### src/rv_core_pkg.sv
package rv_core_pkg;

  localparam int unsigned xlen       = 32;  // Data and address width
  localparam int unsigned reg_addr_w = 5;
  localparam int unsigned num_regs   = 32;
  localparam int unsigned insn_step  = 4;   // Bytes per instruction

  // Major opcodes, instruction bits 6:0
  typedef enum logic [6:0] {
    op_load     = 7'b00_000_11,
    op_store    = 7'b01_000_11,
    op_branch   = 7'b11_000_11,
    op_jalr     = 7'b11_001_11,
    op_misc_mem = 7'b00_011_11,  // FENCE
    op_jal      = 7'b11_011_11,
    op_reg_imm  = 7'b00_100_11,
    op_reg_reg  = 7'b01_100_11,
    op_environ  = 7'b11_100_11,  // ECALL
    op_lui      = 7'b01_101_11
  } opcode_e;

  typedef enum logic [3:0] {
    alu_add    = 4'd0,
    alu_sub    = 4'd1,
    alu_sll    = 4'd2,
    alu_slt    = 4'd3,
    alu_sltu   = 4'd4,
    alu_xor    = 4'd5,
    alu_srl    = 4'd6,
    alu_sra    = 4'd7,
    alu_or     = 4'd8,
    alu_and    = 4'd9,
    alu_pass_b = 4'd10   // Operand B straight through
  } alu_op_e;

  // Branch conditions use the funct3 encoding directly
  typedef enum logic [2:0] {
    br_eq  = 3'b000,
    br_ne  = 3'b001,
    br_lt  = 3'b100,
    br_ge  = 3'b101,
    br_ltu = 3'b110,
    br_geu = 3'b111
  } br_cond_e;

  // Next-PC source
  typedef enum logic [1:0] {
    pc_seq    = 2'd0,
    pc_branch = 2'd1,
    pc_jal    = 2'd2,
    pc_jalr   = 2'd3
  } pc_sel_e;

  // Register write-back source
  typedef enum logic [1:0] {
    wb_alu  = 2'd0,
    wb_load = 2'd1,
    wb_link = 2'd2   // Return address for JAL and JALR
  } wb_sel_e;

endpackage

### src/rv_decoder.sv
`timescale 1ns/1ns

module rv_decoder (
  input  logic [rv_core_pkg::xlen-1:0]       insn,
  output logic [rv_core_pkg::reg_addr_w-1:0] rs1,
  output logic [rv_core_pkg::reg_addr_w-1:0] rs2,
  output logic [rv_core_pkg::reg_addr_w-1:0] rd,
  output logic [rv_core_pkg::xlen-1:0]       imm,
  output logic                               use_imm,
  output rv_core_pkg::alu_op_e               alu_op,
  output rv_core_pkg::br_cond_e              br_cond,
  output rv_core_pkg::pc_sel_e               pc_sel,
  output rv_core_pkg::wb_sel_e               wb_sel,
  output logic                               rf_we,
  output logic                               store,
  output logic                               halt
);
  import rv_core_pkg::*;

  opcode_e         opcode;
  logic [2:0]      funct3;
  logic [6:0]      funct7;
  logic [xlen-1:0] imm_i;
  logic [xlen-1:0] imm_s;
  logic [xlen-1:0] imm_b;
  logic [xlen-1:0] imm_j;
  logic [xlen-1:0] imm_u;

  // Shared by the register-immediate and register-register groups
  function automatic alu_op_e alu_from_funct3(input logic [2:0] f3,
                                              input logic       sub_en,
                                              input logic       sra_en);
    alu_op_e op;
    case (f3)
      3'b000:  op = sub_en ? alu_sub : alu_add;
      3'b001:  op = alu_sll;
      3'b010:  op = alu_slt;
      3'b011:  op = alu_sltu;
      3'b100:  op = alu_xor;
      3'b101:  op = sra_en ? alu_sra : alu_srl;
      3'b110:  op = alu_or;
      default: op = alu_and;
    endcase
    return op;
  endfunction

  assign opcode = opcode_e'(insn[6:0]);
  assign rd     = insn[11:7];
  assign funct3 = insn[14:12];
  assign rs1    = insn[19:15];
  assign rs2    = insn[24:20];
  assign funct7 = insn[31:25];

  // Sign-extended immediates per format
  assign imm_i = {{20{insn[31]}}, insn[31:20]};
  assign imm_s = {{20{insn[31]}}, insn[31:25], insn[11:7]};
  assign imm_b = {{19{insn[31]}}, insn[31], insn[7], insn[30:25], insn[11:8], 1'b0};
  assign imm_j = {{11{insn[31]}}, insn[31], insn[19:12], insn[20], insn[30:21], 1'b0};
  assign imm_u = {insn[31:12], 12'b0};

  assign br_cond = br_cond_e'(funct3);

  always_comb begin
    imm     = imm_i;
    use_imm = 1'b0;
    alu_op  = alu_add;
    pc_sel  = pc_seq;
    wb_sel  = wb_alu;
    rf_we   = 1'b0;
    store   = 1'b0;
    halt    = 1'b0;

    case (opcode)
      op_lui: begin
        imm     = imm_u;
        use_imm = 1'b1;
        alu_op  = alu_pass_b;
        rf_we   = 1'b1;
      end
      op_reg_imm: begin
        use_imm = 1'b1;
        alu_op  = alu_from_funct3(funct3, 1'b0, insn[30]);
        rf_we   = 1'b1;
      end
      op_reg_reg: begin
        alu_op = alu_from_funct3(funct3, insn[30], insn[30]);
        // M extension encodings leave rd untouched
        rf_we  = (funct7 == 7'b0000000) || (funct7 == 7'b0100000);
      end
      op_load: begin
        use_imm = 1'b1;                    // Address is rs1 + imm
        wb_sel  = wb_load;
        rf_we   = (funct3 == 3'b010);      // LW only
      end
      op_store: begin
        imm     = imm_s;
        use_imm = 1'b1;
        store   = (funct3 == 3'b010);      // SW only
      end
      op_branch: begin
        imm    = imm_b;
        pc_sel = pc_branch;
      end
      op_jal: begin
        imm    = imm_j;
        pc_sel = pc_jal;
        wb_sel = wb_link;
        rf_we  = 1'b1;
      end
      op_jalr: begin
        use_imm = 1'b1;                    // ALU forms the target
        pc_sel  = pc_jalr;
        wb_sel  = wb_link;
        rf_we   = 1'b1;
      end
      op_environ: begin
        halt = (insn[31:7] == 25'd0);      // ECALL
      end
      default: begin
        // FENCE and unknown opcodes just advance the PC
      end
    endcase
  end

endmodule

### src/rv_regfile.sv
`timescale 1ns/1ns

module rv_regfile (
  input  logic                               clk,
  input  logic                               rst,
  input  logic                               we,
  input  logic [rv_core_pkg::reg_addr_w-1:0] waddr,
  input  logic [rv_core_pkg::reg_addr_w-1:0] raddr1,
  input  logic [rv_core_pkg::reg_addr_w-1:0] raddr2,
  input  logic [rv_core_pkg::xlen-1:0]       wdata,
  output logic [rv_core_pkg::xlen-1:0]       rdata1,
  output logic [rv_core_pkg::xlen-1:0]       rdata2
);
  import rv_core_pkg::*;

  logic [xlen-1:0] regs [num_regs];

  always_ff @(posedge clk) begin
    if (rst) begin
      for (int i = 0; i < num_regs; i++) begin
        regs[i] <= '0;
      end
    end else if (we && (waddr != '0)) begin  // x0 is never written
      regs[waddr] <= wdata;
    end
  end

  // Combinational reads with x0 forced to zero
  assign rdata1 = (raddr1 == '0) ? '0 : regs[raddr1];
  assign rdata2 = (raddr2 == '0) ? '0 : regs[raddr2];

endmodule

### src/rv_alu.sv
`timescale 1ns/1ns

module rv_alu (
  input  rv_core_pkg::alu_op_e         op,
  input  logic [rv_core_pkg::xlen-1:0] a,
  input  logic [rv_core_pkg::xlen-1:0] b,
  output logic [rv_core_pkg::xlen-1:0] result
);
  import rv_core_pkg::*;

  logic            sub_mode;
  logic [xlen-1:0] b_eff;
  logic [xlen:0]   sum_full;
  logic [xlen-1:0] sum;
  logic            carry;
  logic            lt_signed;
  logic            lt_unsigned;
  logic [4:0]      shamt;

  // One adder serves add, sub and both compares
  assign sub_mode = (op == alu_sub) || (op == alu_slt) || (op == alu_sltu);
  assign b_eff    = sub_mode ? ~b : b;
  assign sum_full = {1'b0, a} + {1'b0, b_eff} + {{xlen{1'b0}}, sub_mode};
  assign sum      = sum_full[xlen-1:0];
  assign carry    = sum_full[xlen];

  assign lt_unsigned = ~carry;  // Borrow out of a - b
  // Differing signs decide directly, otherwise the difference sign does
  assign lt_signed   = (a[xlen-1] ^ b[xlen-1]) ? a[xlen-1] : sum[xlen-1];

  assign shamt = b[4:0];

  always_comb begin
    case (op)
      alu_add,
      alu_sub:    result = sum;
      alu_sll:    result = a << shamt;
      alu_slt:    result = {{(xlen-1){1'b0}}, lt_signed};
      alu_sltu:   result = {{(xlen-1){1'b0}}, lt_unsigned};
      alu_xor:    result = a ^ b;
      alu_srl:    result = a >> shamt;
      alu_sra:    result = $unsigned($signed(a) >>> shamt);
      alu_or:     result = a | b;
      alu_and:    result = a & b;
      alu_pass_b: result = b;          // LUI
      default:    result = sum;
    endcase
  end

endmodule

### src/rv_pc_unit.sv
`timescale 1ns/1ns

module rv_pc_unit (
  input  logic                         clk,
  input  logic                         rst,
  input  rv_core_pkg::pc_sel_e         pc_sel,
  input  rv_core_pkg::br_cond_e        br_cond,
  input  logic [rv_core_pkg::xlen-1:0] rs1_val,
  input  logic [rv_core_pkg::xlen-1:0] rs2_val,
  input  logic [rv_core_pkg::xlen-1:0] imm,
  input  logic [rv_core_pkg::xlen-1:0] jalr_base,
  output logic [rv_core_pkg::xlen-1:0] pc
);
  import rv_core_pkg::*;

  logic            taken;
  logic [xlen-1:0] pc_plus_step;
  logic [xlen-1:0] pc_plus_imm;
  logic [xlen-1:0] pc_next;

  always_comb begin
    case (br_cond)
      br_eq:   taken = (rs1_val == rs2_val);
      br_ne:   taken = (rs1_val != rs2_val);
      br_lt:   taken = $signed(rs1_val) < $signed(rs2_val);
      br_ge:   taken = $signed(rs1_val) >= $signed(rs2_val);
      br_ltu:  taken = rs1_val < rs2_val;
      br_geu:  taken = rs1_val >= rs2_val;
      default: taken = 1'b0;  // Reserved funct3 never branches
    endcase
  end

  assign pc_plus_step = pc + xlen'(insn_step);
  assign pc_plus_imm  = pc + imm;

  always_comb begin
    case (pc_sel)
      pc_branch: pc_next = taken ? pc_plus_imm : pc_plus_step;
      pc_jal:    pc_next = pc_plus_imm;
      pc_jalr:   pc_next = {jalr_base[xlen-1:1], 1'b0};  // Bit 0 cleared
      default:   pc_next = pc_plus_step;
    endcase
  end

  always_ff @(posedge clk) begin
    if (rst) begin
      pc <= '0;
    end else begin
      pc <= pc_next;
    end
  end

endmodule

### src/rv_core.sv
`timescale 1ns/1ns

module rv_core (
  input  logic                         clk,
  input  logic                         rst,
  output logic                         halt,
  output logic [rv_core_pkg::xlen-1:0] pc_to_imem,
  input  logic [rv_core_pkg::xlen-1:0] insn_from_imem,
  output logic [rv_core_pkg::xlen-1:0] addr_to_dmem,
  input  logic [rv_core_pkg::xlen-1:0] load_data_from_dmem,
  output logic [rv_core_pkg::xlen-1:0] store_data_to_dmem,
  output logic [3:0]                   store_we_to_dmem
);
  import rv_core_pkg::*;

  logic [reg_addr_w-1:0] rs1;
  logic [reg_addr_w-1:0] rs2;
  logic [reg_addr_w-1:0] rd;
  logic [xlen-1:0]       imm;
  logic                  use_imm;
  alu_op_e               alu_op;
  br_cond_e              br_cond;
  pc_sel_e               pc_sel;
  wb_sel_e               wb_sel;
  logic                  rf_we;
  logic                  rf_we_live;
  logic                  store;
  logic [xlen-1:0]       rs1_val;
  logic [xlen-1:0]       rs2_val;
  logic [xlen-1:0]       alu_b;
  logic [xlen-1:0]       alu_result;
  logic [xlen-1:0]       link;
  logic [xlen-1:0]       wb_data;

  rv_decoder u_decoder (
    .insn    (insn_from_imem),
    .rs1     (rs1),
    .rs2     (rs2),
    .rd      (rd),
    .imm     (imm),
    .use_imm (use_imm),
    .alu_op  (alu_op),
    .br_cond (br_cond),
    .pc_sel  (pc_sel),
    .wb_sel  (wb_sel),
    .rf_we   (rf_we),
    .store   (store),
    .halt    (halt)
  );

  assign rf_we_live = rf_we && !rst;  // No writes while in reset

  rv_regfile u_regfile (
    .clk    (clk),
    .rst    (rst),
    .we     (rf_we_live),
    .waddr  (rd),
    .raddr1 (rs1),
    .raddr2 (rs2),
    .wdata  (wb_data),
    .rdata1 (rs1_val),
    .rdata2 (rs2_val)
  );

  assign alu_b = use_imm ? imm : rs2_val;

  rv_alu u_alu (
    .op     (alu_op),
    .a      (rs1_val),
    .b      (alu_b),
    .result (alu_result)
  );

  rv_pc_unit u_pc_unit (
    .clk       (clk),
    .rst       (rst),
    .pc_sel    (pc_sel),
    .br_cond   (br_cond),
    .rs1_val   (rs1_val),
    .rs2_val   (rs2_val),
    .imm       (imm),
    .jalr_base (alu_result),  // rs1 + imm for JALR
    .pc        (pc_to_imem)
  );

  assign link = pc_to_imem + xlen'(insn_step);

  always_comb begin
    case (wb_sel)
      wb_load: wb_data = load_data_from_dmem;
      wb_link: wb_data = link;
      default: wb_data = alu_result;
    endcase
  end

  // Word-only data port
  assign addr_to_dmem       = alu_result;
  assign store_data_to_dmem = rs2_val;
  assign store_we_to_dmem   = (store && !rst) ? 4'b1111 : 4'b0000;

endmodule

### config.mk
export PLATFORM = sky130hd
export DESIGN_NAME = rv_core
export DESIGN_NICKNAME = d
export VERILOG_FILES = /design/src/rv_core_pkg.sv /design/src/rv_decoder.sv /design/src/rv_regfile.sv /design/src/rv_alu.sv /design/src/rv_pc_unit.sv /design/src/rv_core.sv
export SDC_FILE = /design/constraint.sdc
export NUM_CORES = 2
export LEC_CHECK = 0
export BUFFER_PORTS_ARGS = -buffer_cell sky130_fd_sc_hd__buf_2
export CAP_MARGIN = 15
export CORE_ASPECT_RATIO = 1.2
export CORE_MARGIN = 2
export CORE_UTILIZATION = 45
export DETAILED_ROUTE_END_ITERATION = 12
export PLACE_DENSITY = 0.69
export SYNTH_ARGS = -nofsm -noshare
export SYNTH_HDL_FRONTEND = slang
export SYNTH_HIERARCHICAL = 1
export SYNTH_SLANG_ARGS = --single-unit
### constraint.sdc
create_clock -name clk -period 5.3 [get_ports clk]
set_input_delay 0 -clock clk [delete_from_list [all_inputs] [get_ports clk]]
set_output_delay 0 -clock clk [all_outputs]
set_load 0.005 [all_outputs]
==> impl_results.rst <==
.. list-table::
   :header-rows: 1

   * - Metric
     - Value
   * - Outcome
     - complete, but fails checks
   * - Violations in the final reports
     - setup timing
   * - Inserted Clock Buffers
     - 103
   * - Buffers added on ports
     - 166
   * - Overall power after layout
     - 26,300 µW
   * - Arrival time at the worst endpoint
     - 5.37 ns
   * - Count of routing violations after the opening detailed-route iteration
     - 7,870
   * - Worst slew margin relative to its limit
     - 11.4%
   * - Slowest stage cell, crit path
     - mux4_2
   * - CP endpoint kind
     - output pin
   * - Aggregate routed wire length
     - 283,000 µm
   * - Count of pins on the block boundary
     - 167
   * - Wirelength per Cell
     - 34.0 µm
   * - TritonCTS clock tree
     - built
   * - Nets@finish
     - 6,471
   * - Synthesized area per cell
     - 12.5 µm²
   * - Number of nets with antenna violations after detailed routing
     - 0
   * - Area of placed instances
     - 0.0788 mm²
   * - Cell area after layout
     - 0.0842 mm²
   * - Commonest non-fill, non-tap cell in the layout
     - edfxtp_1
   * - Final core utilization
     - 55.2%
   * - Core Region
     - 0.153 mm²
   * - Critical path's most frequent cell
     - buf_4
   * - Maximum clock frequency
     - 0.186 GHz
   * - Number of cell rows
     - 157
   * - Largest stage delay on the critical path
     - 0.49 ns
   * - Worst setup path category
     - flip-flop to output pin
   * - Clock root buffer master
     - clkbuf_16
   * - Seq/Total Area, Yosys
     - 45.4%
   * - Router iterations before antenna repair
     - 9
   * - Combined area of all synthesized cells
     - 0.0692 mm²
   * - Biggest area consumer among synthesized cells
     - edfxtp_1
   * - CP startpoint kind
     - flip-flop
   * - GP Congestion
     - 1.08
   * - Commonest cells after routing, fill and taps aside
     - edfxtp_1, and2_1, buf_4, mux4_2, mux2i_1
   * - Cell types occupying the most area after synthesis
     - edfxtp_1, mux4_2, and2_1
   * - Number of global-route vias before repair
     - 55.2k
   * - Number of design rule violations left after detail routing
     - 0
   * - Largest fanout on the critical path
     - 3
   * - Warnings, synthesis
     - 6
   * - Maximum number of pins on one net before global-route repair
     - 65
   * - Class of the tightest hold or removal check
     - input pin to flip-flop
   * - DIE AREA
     - 0.157 mm²
   * - Ratio of total power to cell area
     - 312 mW/mm²
   * - Clock insertion delay at the later pin of the skew report
     - 0.75 ns
   * - Clk buf depth
     - 3
   * - Minimum setup slack in the final design
     - -0.0716 ns
   * - Initial antenna violation count
     - 15
   * - Die Span X
     - 362 µm
   * - Total overflow reported by the global router
     - 0
   * - Detailed placement HPWL
     - 198,000 µm
   * - Top-area cell type share of the netlist area
     - 44.4%
   * - Most used flip-flop cell after synthesis
     - edfxtp_1
   * - Number of endpoints failing setup at the final stage
     - 42
   * - RSZ-0062 raised after global routing
     - yes
   * - Clock period minus final worst setup slack
     - 5.37 ns
   * - Setup Skew
     - 0.0430 ns
   * - All-Layer GR Usage
     - 35.3%
   * - Worst vdd rail ir drop
     - 280 µV
   * - Tightest hold margin
     - 0.0449 ns
   * - Final worst-path cycle share
     - 101%
   * - Number of maximum-capacitance violations
     - 0
   * - Count of distinct cell types in the synthesized netlist
     - 114
   * - Area Overhead vs Synth
     - 21.8%
   * - Static leakage
     - 0.0324 µW
   * - Clock Pin Slew Worst Setup and Hold Paths
     - 0.07 ns
   * - Proportion of layout cells with a drive suffix above 1
     - 34.9%
   * - Worst slew pin tran
     - 1.32 ns
   * - Total via count in the routed design
     - 55.8k
   * - First-pass GRT wire length
     - 394,000 µm
   * - Maximum level of the CTS H-tree
     - 3
   * - Cell chain of the critical path
     - mux4_2 > a221oi_2 > o21ai_2 > nor4b_1 > mux2_4 > inv_2 > xnor2_1 > ha_2 > a211oi_2 > o21bai_2 > a21o_1 > a2111oi_4 > a21oi_4 > buf_4 > o21a_4 > o211a_1 > nor3_2 > buf_4 > buf_6 > buf_2
   * - Initial standard-cell utilization of the core
     - 45.3%
   * - Async set or reset register ratio after synthesis
     - 0%
   * - Synth Instances
     - 5,532
   * - Yosys reg bits
     - 1,056
   * - Count of endpoints failing hold in the final timing report
     - 0
   * - Number of clock sinks
     - 1,056
   * - DIE HEIGHT
     - 434 µm
   * - Slew Viols, Final
     - 0
   * - Endpoint required time on the critical path
     - 5.30 ns
   * - Number of flops mapped to enable cells by yosys
     - 1,024
   * - Via/cell ratio
     - 6.71
==> synth_stat cells (all sizes together), types with 7 or more instances <==
cell type	instances
a211o	9
a32oi	8
o211ai	21
dfxtp	32
nand3	62
a31oi	19
a21o	36
mux4	528
a221oi	34
a2111oi	71
and2	1005
o21bai	19
o21ai	135
o31ai	9
and3	26
nor2	219
xor2	48
o21a	7
or2	41
nand3b	11
mux2i	199
nor2b	39
xnor2	89
o221ai	7
nand2	184
nor3	106
a22oi	58
a211oi	46
o2111ai	9
or3	23
inv	128
a21oi	134
o22ai	123
buf	180
a22o	64
nand4	33
clkbuf	354
edfxtp	1024
nor4	30
ha	163
mux2	75
nand2b	14
==> per-layer routing <==
layer,GRT usage [%],wire (µm),part of all wire (%),up-vias
met5,0,36,0.013,-
met4,30.1,28400,10,4
met3,7.82,32100,11,1209
met2,56.2,130000,46,4264
met1,40.6,92900,33,27700
li1,-,-,-,22600
==> critical path: cells and delay by family, from the launching register on <==
kind / cells / cell delay, ns
AOI/OAI and AO/OA: 9 / 2.00
xor gates and xnor gates: 1 / 0.12
adders and majority gates: 1 / 0.31
buffers and inverters: 5 / 0.62
DFF: 1 / 0.39
muxes: 2 / 0.80
and+or+nand+nor: 2 / 0.38
==> where the power goes <==
group	internal, µW	total (µW)	switching, µW
Combinational	3800	9250	5450
Clock	4130	7420	3300
Sequential	9420	9600	179
==> final timing paths <==
path	startpoint	to	slack, ns	cells past startpoint
max	u_regfile/regs[28][21]	addr_to_dmem[28]	-0.07	20
min	load_data_from_dmem[21]	u_regfile/regs[28][21]	0.04	5
max reg2reg	u_regfile/regs[29][3]	u_pc_unit/pc[11]	-0.04	18
min reg2reg	u_pc_unit/pc[1]	u_pc_unit/pc[1]	0.61	2
==> per-stage QoR <==
stage               cells  setup WS [ns]  TNS, ns
finish               8318        -0.0716   -0.564
global route         8312         -0.194   -17.33
CTS                  8282        -0.0555  -0.0964
detailed placement   8048          -1.15  -407.08
global placement     8047          -1.45  -368.36
floorplan            5563        0.00494        0
==> sequential cells by signal (all words and copies together) (netlist names) <==
| signal | cells |
|---|---|
| u_pc_unit/pc | 32 |
| u_regfile/regs | 1024 |
==> final cells by class <==
cell class / instances / area [µm²]
multi-input combinational: 3841 / 36700
tap: 1987 / 2490
antenna: 9 / 22.5
clock buffer: 131 / 2730
clock inverter: 56 / 583
timing repair buffer: 1106 / 9810
fill: 12300 / 68400
sequential: 1056 / 31400
inverter: 132 / 505
==> logic make-up (layout without fill, tap and decap cells) <==
group	count (synthesis)	count (layout)	share of synthesized area, %
other	1	41	0.00542
XOR/XNOR	137	137	1.73
buffers and inverters	666	1425	4.41
AO/OA/AOI/OAI	874	874	9.02
multiplexers	802	802	21.4
AND/OR/NAND/NOR	1831	1831	15.1
adder cells (fa/ha/maj)	165	165	3.01
flip-flops	1056	1056	45.4
==> timing repair <==
action,CTS,global route
cloned,1,3
endpoints found under the setup margin,824,654
pin swaps,78,68
buffers inserted,36,23
resized for setup,178,139
hold buffers,14,0
hold endpoints to repair,302,0
(Power assumes the default switching activity.)
